$ cat config.mk
export PLATFORM = sky130hd
export DESIGN_NAME = ex_stage
export DESIGN_NICKNAME = d
export VERILOG_FILES = /design/src/logic/rv_isa_pkg.sv /design/src/logic/ex_stage_pkg.sv /design/src/logic/ex_stage.sv /design/src/logic/completion_arbiter.sv /design/src/logic/mult_unit.sv /design/src/logic/branch_unit.sv /design/src/logic/alu_unit.sv /design/src/logic/operand_select.sv
export SDC_FILE = /design/constraint.sdc
export NUM_CORES = 2
export LEC_CHECK = 0
export BUFFER_PORTS_ARGS = -buffer_cell sky130_fd_sc_hd__buf_4
export CORE_MARGIN = 3
export CORE_UTILIZATION = 59
export CTS_CLUSTER_SIZE = 30
export DETAILED_ROUTE_END_ITERATION = 8
export HOLD_SLACK_MARGIN = 0.12
export MAX_ROUTING_LAYER = met4
export PLACE_DENSITY = 0.84
export SLEW_MARGIN = 5
export SYNTH_ARGS = -nofsm -noshare
export SYNTH_HDL_FRONTEND = slang
export SYNTH_SLANG_ARGS = --single-unit
$ cat constraint.sdc
create_clock -name clock -period 8.7 [get_ports clock]
set_input_delay 0.435 -clock clock [delete_from_list [all_inputs] [get_ports clock]]
set_output_delay 0.435 -clock clock [all_outputs]
set_load 0.01 [all_outputs]
$ cat src/logic/rv_isa_pkg.sv
////////////////////////////////////////
// RV32 only: the immediate helpers
// assume a 32-bit XLEN
// alu_func_t codes are internal and are
// not the funct3/funct7 encodings
////////////////////////////////////////
package rv_isa_pkg;

    localparam int XLEN = 32;

    // instruction formats, msb first
    typedef struct packed {
        logic [6:0] funct7;
        logic [4:0] rs2;
        logic [4:0] rs1;
        logic [2:0] funct3;
        logic [4:0] rd;
        logic [6:0] opcode;
    } r_format_t;

    typedef struct packed {
        logic [11:0] imm;
        logic [4:0]  rs1;
        logic [2:0]  funct3;
        logic [4:0]  rd;
        logic [6:0]  opcode;
    } i_format_t;

    typedef struct packed {
        logic [6:0] imm_hi;
        logic [4:0] rs2;
        logic [4:0] rs1;
        logic [2:0] funct3;
        logic [4:0] imm_lo;
        logic [6:0] opcode;
    } s_format_t;

    typedef struct packed {
        logic       imm_12;
        logic [5:0] imm_10_5;
        logic [4:0] rs2;
        logic [4:0] rs1;
        logic [2:0] funct3;
        logic [3:0] imm_4_1;
        logic       imm_11;
        logic [6:0] opcode;
    } b_format_t;

    typedef struct packed {
        logic [19:0] imm;
        logic [4:0]  rd;
        logic [6:0]  opcode;
    } u_format_t;

    typedef struct packed {
        logic       imm_20;
        logic [9:0] imm_10_1;
        logic       imm_11;
        logic [7:0] imm_19_12;
        logic [4:0] rd;
        logic [6:0] opcode;
    } j_format_t;

    typedef union packed {
        r_format_t r;
        i_format_t i;
        s_format_t s;
        b_format_t b;
        u_format_t u;
        j_format_t j;
    } inst_t;

    typedef enum logic [4:0] {
        ALU_ADD,
        ALU_SUB,
        ALU_SLT,
        ALU_SLTU,
        ALU_AND,
        ALU_OR,
        ALU_XOR,
        ALU_SLL,
        ALU_SRL,
        ALU_SRA,
        ALU_MUL,
        ALU_MULH,
        ALU_MULHSU,
        ALU_MULHU
    } alu_func_t;

    typedef enum logic [1:0] {
        OPA_IS_RS1,
        OPA_IS_NPC,
        OPA_IS_PC,
        OPA_IS_ZERO
    } opa_select_t;

    typedef enum logic [2:0] {
        OPB_IS_RS2,
        OPB_IS_I_IMM,
        OPB_IS_S_IMM,
        OPB_IS_B_IMM,
        OPB_IS_U_IMM,
        OPB_IS_J_IMM
    } opb_select_t;

    // funct3 of the conditional branches
    typedef enum logic [2:0] {
        BR_EQ  = 3'b000,
        BR_NE  = 3'b001,
        BR_LT  = 3'b100,
        BR_GE  = 3'b101,
        BR_LTU = 3'b110,
        BR_GEU = 3'b111
    } branch_funct_t;

    ////////////////////////////////////////
    // sign-extended immediates
    ////////////////////////////////////////
    function automatic logic [XLEN-1:0] signext_i_imm(inst_t inst);
        return {{20{inst.i.imm[11]}}, inst.i.imm};
    endfunction

    function automatic logic [XLEN-1:0] signext_s_imm(inst_t inst);
        return {{20{inst.s.imm_hi[6]}}, inst.s.imm_hi, inst.s.imm_lo};
    endfunction

    function automatic logic [XLEN-1:0] signext_b_imm(inst_t inst);
        return {{19{inst.b.imm_12}}, inst.b.imm_12, inst.b.imm_11,
                inst.b.imm_10_5, inst.b.imm_4_1, 1'b0};
    endfunction

    function automatic logic [XLEN-1:0] signext_u_imm(inst_t inst);
        return {inst.u.imm, 12'b0};
    endfunction

    function automatic logic [XLEN-1:0] signext_j_imm(inst_t inst);
        return {{11{inst.j.imm_20}}, inst.j.imm_20, inst.j.imm_19_12,
                inst.j.imm_11, inst.j.imm_10_1, 1'b0};
    endfunction

endpackage
$ cat src/logic/ex_stage_pkg.sv
////////////////////////////////////////
// packets between issue, execute and
// complete; one unit of each kind, so
// no functional unit index is carried
////////////////////////////////////////
package ex_stage_pkg;

    import rv_isa_pkg::*;

    localparam int ROB_INDEX_WIDTH = 5;
    localparam int REG_INDEX_WIDTH = 5;

    // also the slot order in the arbiter, ALU highest priority
    typedef enum logic [1:0] {
        FU_ALU,
        FU_MULT,
        FU_BRANCH
    } fu_kind_t;

    // what travels with a result back to the ROB
    typedef struct packed {
        logic                       has_dest;
        logic [REG_INDEX_WIDTH-1:0] dest_reg;
        logic [ROB_INDEX_WIDTH-1:0] rob_index;
    } result_tag_t;

    typedef struct packed {
        logic            valid;
        fu_kind_t        fu_kind;
        inst_t           inst;
        logic [XLEN-1:0] pc;
        logic [XLEN-1:0] npc;
        logic [XLEN-1:0] opa_value;
        logic [XLEN-1:0] opb_value;
        opa_select_t     opa_select;
        opb_select_t     opb_select;
        alu_func_t       alu_func;
        logic            cond_branch;
        logic            uncond_branch;
        result_tag_t     tag;
    } issue_packet_t;

    typedef struct packed {
        logic [XLEN-1:0] result;
        logic            take_branch;
        result_tag_t     tag;
    } fu_result_t;

    typedef struct packed {
        logic       valid;
        fu_result_t fu_result;
    } complete_packet_t;

endpackage

$ cat src/logic/ex_stage.sv
////////////////////////////////////////
// execute stage, one issue per cycle
// no back-pressure from completion; the
// issuer waits for the free pulses
////////////////////////////////////////
`timescale 1ns/1ps

module ex_stage
    import rv_isa_pkg::*, ex_stage_pkg::*;
#(
    parameter int MULT_STAGES = 4
) (
    input  logic             clock,
    input  logic             reset,
    input  issue_packet_t    issue,
    output complete_packet_t complete,
    output logic             free_alu,
    output logic             free_mult,
    output logic             free_branch
);

    logic [XLEN-1:0] opa;
    logic [XLEN-1:0] opb;
    logic            alu_done;
    logic            mult_done;
    logic            branch_done;
    fu_result_t      alu_result;
    fu_result_t      mult_result;
    fu_result_t      branch_result;

    operand_select operand_select_inst (
        .issue (issue),
        .opa   (opa),
        .opb   (opb)
    );

    alu_unit alu_unit_inst (
        .issue  (issue),
        .opa    (opa),
        .opb    (opb),
        .done   (alu_done),
        .result (alu_result)
    );

    branch_unit branch_unit_inst (
        .issue  (issue),
        .opa    (opa),
        .opb    (opb),
        .done   (branch_done),
        .result (branch_result)
    );

    mult_unit #(
        .MULT_STAGES (MULT_STAGES)
    ) mult_unit_inst (
        .clock  (clock),
        .reset  (reset),
        .issue  (issue),
        .opa    (opa),
        .opb    (opb),
        .done   (mult_done),
        .result (mult_result)
    );

    completion_arbiter completion_arbiter_inst (
        .clock         (clock),
        .reset         (reset),
        .alu_done      (alu_done),
        .alu_result    (alu_result),
        .mult_done     (mult_done),
        .mult_result   (mult_result),
        .branch_done   (branch_done),
        .branch_result (branch_result),
        .complete      (complete),
        .free_alu      (free_alu),
        .free_mult     (free_mult),
        .free_branch   (free_branch)
    );

endmodule

$ cat src/logic/completion_arbiter.sv
////////////////////////////////////////
// one hold slot per unit, one result out
// per cycle, fixed priority by fu_kind_t
// a done into a full slot overwrites it
////////////////////////////////////////
`timescale 1ns/1ps

module completion_arbiter
    import ex_stage_pkg::*;
(
    input  logic             clock,
    input  logic             reset,
    input  logic             alu_done,
    input  fu_result_t       alu_result,
    input  logic             mult_done,
    input  fu_result_t       mult_result,
    input  logic             branch_done,
    input  fu_result_t       branch_result,
    output complete_packet_t complete,
    output logic             free_alu,
    output logic             free_mult,
    output logic             free_branch
);

    localparam int NUM_UNITS = 3;

    logic [NUM_UNITS-1:0] done_in;
    fu_result_t           result_in [NUM_UNITS];
    logic [NUM_UNITS-1:0] full_q;
    fu_result_t           hold_q [NUM_UNITS];
    logic [NUM_UNITS-1:0] grant;
    logic [NUM_UNITS-1:0] free_q;
    fu_result_t           sel_d;
    fu_result_t           sel_q;

    assign done_in[FU_ALU]      = alu_done;
    assign done_in[FU_MULT]     = mult_done;
    assign done_in[FU_BRANCH]   = branch_done;
    assign result_in[FU_ALU]    = alu_result;
    assign result_in[FU_MULT]   = mult_result;
    assign result_in[FU_BRANCH] = branch_result;

    // lowest full index wins
    assign grant = full_q & (~full_q + 1'b1);

    always_comb begin
        sel_d = '0;
        for (int k = 0; k < NUM_UNITS; k++) begin
            if (grant[k]) begin
                sel_d = hold_q[k];
            end
        end
    end

    always_ff @(posedge clock) begin
        if (reset) begin
            full_q <= '0;
            free_q <= '0;
        end else begin
            full_q <= (full_q & ~grant) | done_in;
            free_q <= grant;
        end
        for (int k = 0; k < NUM_UNITS; k++) begin
            if (done_in[k]) begin
                hold_q[k] <= result_in[k];
            end
        end
        sel_q <= sel_d;
    end

    ////////////////////////////////////////
    // outputs, one cycle after the grant
    ////////////////////////////////////////
    assign complete.valid     = |free_q;
    assign complete.fu_result = sel_q;
    assign free_alu           = free_q[FU_ALU];
    assign free_mult          = free_q[FU_MULT];
    assign free_branch        = free_q[FU_BRANCH];

endmodule

$ cat src/logic/mult_unit.sv
////////////////////////////////////////
// pipelined 32x32 multiplier
// MULT_STAGES must divide 64; each stage
// adds one slice of the multiplier
// result comes out MULT_STAGES cycles
// after issue, in issue order
////////////////////////////////////////
`timescale 1ns/1ps

module mult_unit
    import rv_isa_pkg::*, ex_stage_pkg::*;
#(
    parameter int MULT_STAGES = 4
) (
    input  logic            clock,
    input  logic            reset,
    input  issue_packet_t   issue,
    input  logic [XLEN-1:0] opa,
    input  logic [XLEN-1:0] opb,
    output logic            done,
    output fu_result_t      result
);

    // multiplier bits consumed per stage
    localparam int CHUNK = 64 / MULT_STAGES;

    typedef struct packed {
        logic        valid;
        result_tag_t tag;
        alu_func_t   func;
        logic [63:0] product;
        logic [63:0] mcand;
        logic [63:0] mplier;
    } mult_stage_t;

    mult_stage_t stage_in;
    mult_stage_t stage_d [MULT_STAGES];
    mult_stage_t stage_q [MULT_STAGES];
    logic        signed_a;
    logic        signed_b;

    // one shift-and-add step
    function automatic mult_stage_t advance(mult_stage_t s);
        mult_stage_t n;
        n         = s;
        n.product = s.product + s.mcand * 64'(s.mplier[CHUNK-1:0]);
        n.mcand   = s.mcand << CHUNK;
        n.mplier  = s.mplier >> CHUNK;
        return n;
    endfunction

    // low word is the same for any signedness
    assign signed_a = (issue.alu_func == ALU_MULH) || (issue.alu_func == ALU_MULHSU);
    assign signed_b = (issue.alu_func == ALU_MULH);

    always_comb begin
        stage_in.valid   = issue.valid && (issue.fu_kind == FU_MULT);
        stage_in.tag     = issue.tag;
        stage_in.func    = issue.alu_func;
        stage_in.product = '0;
        stage_in.mcand   = {{32{signed_a & opa[XLEN-1]}}, opa};
        stage_in.mplier  = {{32{signed_b & opb[XLEN-1]}}, opb};
    end

    always_comb begin
        stage_d[0] = advance(stage_in);
        for (int k = 1; k < MULT_STAGES; k++) begin
            stage_d[k] = advance(stage_q[k-1]);
        end
    end

    always_ff @(posedge clock) begin
        for (int k = 0; k < MULT_STAGES; k++) begin
            stage_q[k] <= stage_d[k];
            if (reset) begin
                stage_q[k].valid <= 1'b0;
            end
        end
    end

    ////////////////////////////////////////
    // last stage
    ////////////////////////////////////////
    assign done               = stage_q[MULT_STAGES-1].valid;
    assign result.result      = (stage_q[MULT_STAGES-1].func == ALU_MUL) ?
                                stage_q[MULT_STAGES-1].product[31:0] :
                                stage_q[MULT_STAGES-1].product[63:32];
    assign result.take_branch = 1'b0;
    assign result.tag         = stage_q[MULT_STAGES-1].tag;

endmodule

$ cat src/logic/branch_unit.sv
////////////////////////////////////////
// branch target and direction
// condition compares the raw register
// values, not the muxed operands
////////////////////////////////////////
`timescale 1ns/1ps

module branch_unit
    import rv_isa_pkg::*, ex_stage_pkg::*;
(
    input  issue_packet_t   issue,
    input  logic [XLEN-1:0] opa,
    input  logic [XLEN-1:0] opb,
    output logic            done,
    output fu_result_t      result
);

    branch_funct_t funct;
    logic          cond_true;

    assign done  = issue.valid && (issue.fu_kind == FU_BRANCH);
    assign funct = branch_funct_t'(issue.inst.b.funct3);

    always_comb begin
        case (funct)
            BR_EQ:   cond_true = (issue.opa_value == issue.opb_value);
            BR_NE:   cond_true = (issue.opa_value != issue.opb_value);
            BR_LT:   cond_true = ($signed(issue.opa_value) < $signed(issue.opb_value));
            BR_GE:   cond_true = ($signed(issue.opa_value) >= $signed(issue.opb_value));
            BR_LTU:  cond_true = (issue.opa_value < issue.opb_value);
            BR_GEU:  cond_true = (issue.opa_value >= issue.opb_value);
            default: cond_true = 1'b0;
        endcase
    end

    // target is selected base plus offset
    assign result.result      = opa + opb;
    assign result.take_branch = issue.uncond_branch || (issue.cond_branch && cond_true);
    assign result.tag         = issue.tag;

endmodule

$ cat src/logic/alu_unit.sv
////////////////////////////////////////
// single-cycle integer ALU
// multiply codes give zero here, they
// belong to the multiplier
////////////////////////////////////////
`timescale 1ns/1ps

module alu_unit
    import rv_isa_pkg::*, ex_stage_pkg::*;
(
    input  issue_packet_t   issue,
    input  logic [XLEN-1:0] opa,
    input  logic [XLEN-1:0] opb,
    output logic            done,
    output fu_result_t      result
);

    logic [XLEN-1:0] alu_out;

    assign done = issue.valid && (issue.fu_kind == FU_ALU);

    always_comb begin
        case (issue.alu_func)
            ALU_ADD:  alu_out = opa + opb;
            ALU_SUB:  alu_out = opa - opb;
            ALU_SLT:  alu_out = XLEN'($signed(opa) < $signed(opb));
            ALU_SLTU: alu_out = XLEN'(opa < opb);
            ALU_AND:  alu_out = opa & opb;
            ALU_OR:   alu_out = opa | opb;
            ALU_XOR:  alu_out = opa ^ opb;
            // shift amount is the low five bits only
            ALU_SLL:  alu_out = opa << opb[4:0];
            ALU_SRL:  alu_out = opa >> opb[4:0];
            ALU_SRA:  alu_out = $unsigned($signed(opa) >>> opb[4:0]);
            default:  alu_out = '0;
        endcase
    end

    assign result.result      = alu_out;
    assign result.take_branch = 1'b0;
    assign result.tag         = issue.tag;

endmodule

$ cat src/logic/operand_select.sv
////////////////////////////////////////
// operand muxes shared by all units
// purely combinational
// unused opb select codes give a marker
////////////////////////////////////////
`timescale 1ns/1ps

module operand_select
    import rv_isa_pkg::*, ex_stage_pkg::*;
(
    input  issue_packet_t   issue,
    output logic [XLEN-1:0] opa,
    output logic [XLEN-1:0] opb
);

    always_comb begin
        case (issue.opa_select)
            OPA_IS_RS1:  opa = issue.opa_value;
            OPA_IS_NPC:  opa = issue.npc;
            OPA_IS_PC:   opa = issue.pc;
            OPA_IS_ZERO: opa = '0;
            default:     opa = 32'hdead_face;
        endcase
    end

    // operand B, register or decoded immediate
    always_comb begin
        case (issue.opb_select)
            OPB_IS_RS2:   opb = issue.opb_value;
            OPB_IS_I_IMM: opb = signext_i_imm(issue.inst);
            OPB_IS_S_IMM: opb = signext_s_imm(issue.inst);
            OPB_IS_B_IMM: opb = signext_b_imm(issue.inst);
            OPB_IS_U_IMM: opb = signext_u_imm(issue.inst);
            OPB_IS_J_IMM: opb = signext_j_imm(issue.inst);
            default:      opb = 32'hface_feed;
        endcase
    end

endmodule

==> impl_metrics.ini <==
[clock_network]
cts_max_level = 2
numCtsBuffers = 56
cts.sinks = 590
cts_root_buf = clkbuf_16
clkLatencyLatePin_ns = 0.68
cts_tree = done
clockBufferDepth = 3
worst_setup_hold_path_clk_slew_ns = 0.07

[worst_setup_path]
end_kind = flop
cp_cell_sequence = nand2_1, fa_1, inv_1, fa_1, inv_1, fa_1, inv_1, fa_1, inv_1, fa_1, inv_1, fa_1, ha_1, nand2_1, o21ai_0, nand3_1, a31oi_1, a31oi_1, o41ai_2, a211oi_1, o31ai_1, nand3_1, o21ai_1, xnor2_1
cpPeakStageDelay_ns = 1.03
cp-start-kind = flop
crit_top_cell = fa_1
critPathRequiredTime_ns = 9.26
slowest_stage = dfxtp_1
arrival_ns = 8.87
cp_max_fo = 21
worst-setup-path-type = flop to flop

[floorplan]
start_util_pct = 59.6
dieWidth_um = 355
core_um2 = 120000
die_area_um2 = 126000
io_pins = 236
die_h_um = 355
rows = 127

[synthesis]
synth-edff-count = 130
ys_warn_count = 0
synth-async-reset-ratio_pct = 0
ys_seq_area_share_pct = 18.3
syn_inst = 7692
synth_ff_type = dfxtp_1
yosysUniqueCellTypes = 90
synthesis.nets = 9667
synth-seq-cells = 590
synth_area_um2 = 71700
avgSynthCellArea_um2 = 9.32

[cells_and_area]
nNetsFinal = 9840
layout_common_cells = inv_1, fa_1, nand2_1
syn_to_final_growth_pct = 8.77
finalNonFillerCells = 9536
drive_gt1_share_pct = 7.89
utilization_pct = 64.8
final_common_cell = inv_1

[route]
dr_total_vias = 56100
ant_nets = 0
wl_per_cell_um = 24.4
drt_pass1_iterations = 7
wirelength_mm = 233
route.detailed.drc = 0
routed_via_density = 5.88
drtIter0Drc = 6107

[placed_design]
portBuffers = 228
dp_hpwl_mm = 187
dp_slack_ns = 0.321
dp.cells = 9400
gp_congestion = 1.09

[timing]
slew_headroom_pct = 15.6
min_period_over_period_pct = 95.5
max_slew.worst_pin.slew_ns = 1.26
rsz0062_at_grt = false
setup_violations = 0
fin_setup_tns_ns = 0
maxSlewViolCount = 0
setup_ws_ns = 0.394
max_freq_mhz = 120
skew_ns = 0.0437
finalHoldViolCount = 0
min_period_ns = 8.31

[global_routing]
track_usage_pct = 38.6
antenna_found_initial = 11
grt_start_max_net_pins = 72
grt_pass1_wl_mm = 354
grt_pass1_vias = 60100
gr-total-overflow = 0

[outcome]
outcome = complete, no violations

[flow_run]
max-cap-violations = 0

[min_path]
min_path_type = input port to flop
==> kinds of logic (layout without fill, tap and decap cells) <==
kind of cell / after synthesis / count (layout) / share of synthesized area, %
AO/OA/AOI/OAI: 973 / 973 / 8.79
XOR/XNOR: 235 / 235 / 2.87
adder cells (fa/ha/maj): 1787 / 1787 / 45.3
buffers and inverters: 2073 / 2288 / 10.9
flip-flops: 590 / 590 / 18.3
multiplexers: 183 / 183 / 2.64
other: 0 / 17 / 0
AND/OR/NAND/NOR: 1851 / 1851 / 11.2
==> through the flow <==
| step | hold WS (ns) | area [um^2] |
|---|---|---|
| 5_1_grt | 0.297 | 78000 |
| 4_1_cts | 0.222 | 78000 |
| 2_1_floorplan | 0.310 | 71700 |
| 3_5_place_dp | 0.312 | 75800 |
| 6_report | 0.257 | 78000 |
| 3_3_place_gp | 0.310 | 75800 |
==> worst paths after layout <==
check / startpoint / endpoint / slack [ns] / depth (start not counted)
worst min-delay path: issue[168] / mult_unit_inst.stage_q[0][1] / 0.26 / 2
worst max-delay path: mult_unit_inst.stage_q[0][1] / mult_unit_inst.stage_q[1][159] / 0.39 / 24
worst max register to register: mult_unit_inst.stage_q[0][1] / mult_unit_inst.stage_q[1][159] / 0.39 / 24
worst min register to register: mult_unit_inst.stage_q[2][127] / mult_unit_inst.stage_q[3][127] / 0.31 / 0
==> worst max-delay path, delay by kind of cell, from the launching register on <==
kind            cells  cell delay [ns]
fa+ha+maj           7             3.47
compound gates      7             2.63
flops               1             1.03
simple gates        4             0.60
buf+inv             5             0.27
xor+xnor            1             0.18
==> area by class of cell <==
class                   instances  area, um^2
multi-input cells            5029       51000
well taps                    1612        2020
fillers                      9362       42300
clock buffers                  70        1550
flip-flops and latches        590       13100
clock inverters                30         417
inverters                    1760        6610
diodes                         17        42.5
repair buffers                428        3300
==> synthesized netlist by cell type (all sizes together), types with 12 or more instances <==
cell | count | area, um^2
buf | 60 | 283
o21ai | 260 | 1300
mux2 | 48 | 541
a31oi | 26 | 163
a21o | 90 | 676
mux2i | 135 | 1350
o21bai | 30 | 225
and3 | 17 | 106
nor2 | 424 | 1590
edfxtp | 130 | 3900
o31ai | 12 | 114
o211ai | 41 | 308
a22oi | 64 | 485
xor2 | 44 | 385
nand3 | 53 | 265
and2 | 196 | 1230
nand2 | 961 | 3610
clkinv | 13 | 48.8
o21a | 33 | 249
inv | 1747 | 6560
nor3 | 53 | 270
a221oi | 20 | 188
a21boi | 13 | 97.6
a21oi | 226 | 1130
nand2b | 33 | 206
a211oi | 38 | 290
clkbuf | 253 | 950
ha | 440 | 5510
o221ai | 15 | 131
xnor2 | 191 | 1670
or3 | 21 | 131
dfxtp | 460 | 9210
nand4 | 19 | 119
o22ai | 15 | 93.8
fa | 1347 | 27000
nor2b | 35 | 219
==> registers in the layout, summed over array words and instances (netlist names) <==
register and flops:
completion_arbiter_inst.hold_q 130, completion_arbiter_inst.free_q 3, completion_arbiter_inst.complete 44, completion_arbiter_inst.full_q 3, mult_unit_inst.stage_q 410
==> what timing repair did <==
action,CTS,global route
gates resized for setup,0,0
buffers inserted,0,0
endpoints found under the hold margin,48,0
hold buffers,19,0
==> layer usage <==
layer	GRT usage, %	up-vias	part of all wire [%]
met5	-	-	0
met4	18.4	0	6.0
met3	11.8	802	13
met2	58.1	3613	44
met1	47.7	27800	37
li1	-	23900	-
Power is not shown: default switching activity piles up to over one toggle a cycle in this logic, so the estimate is an artifact.
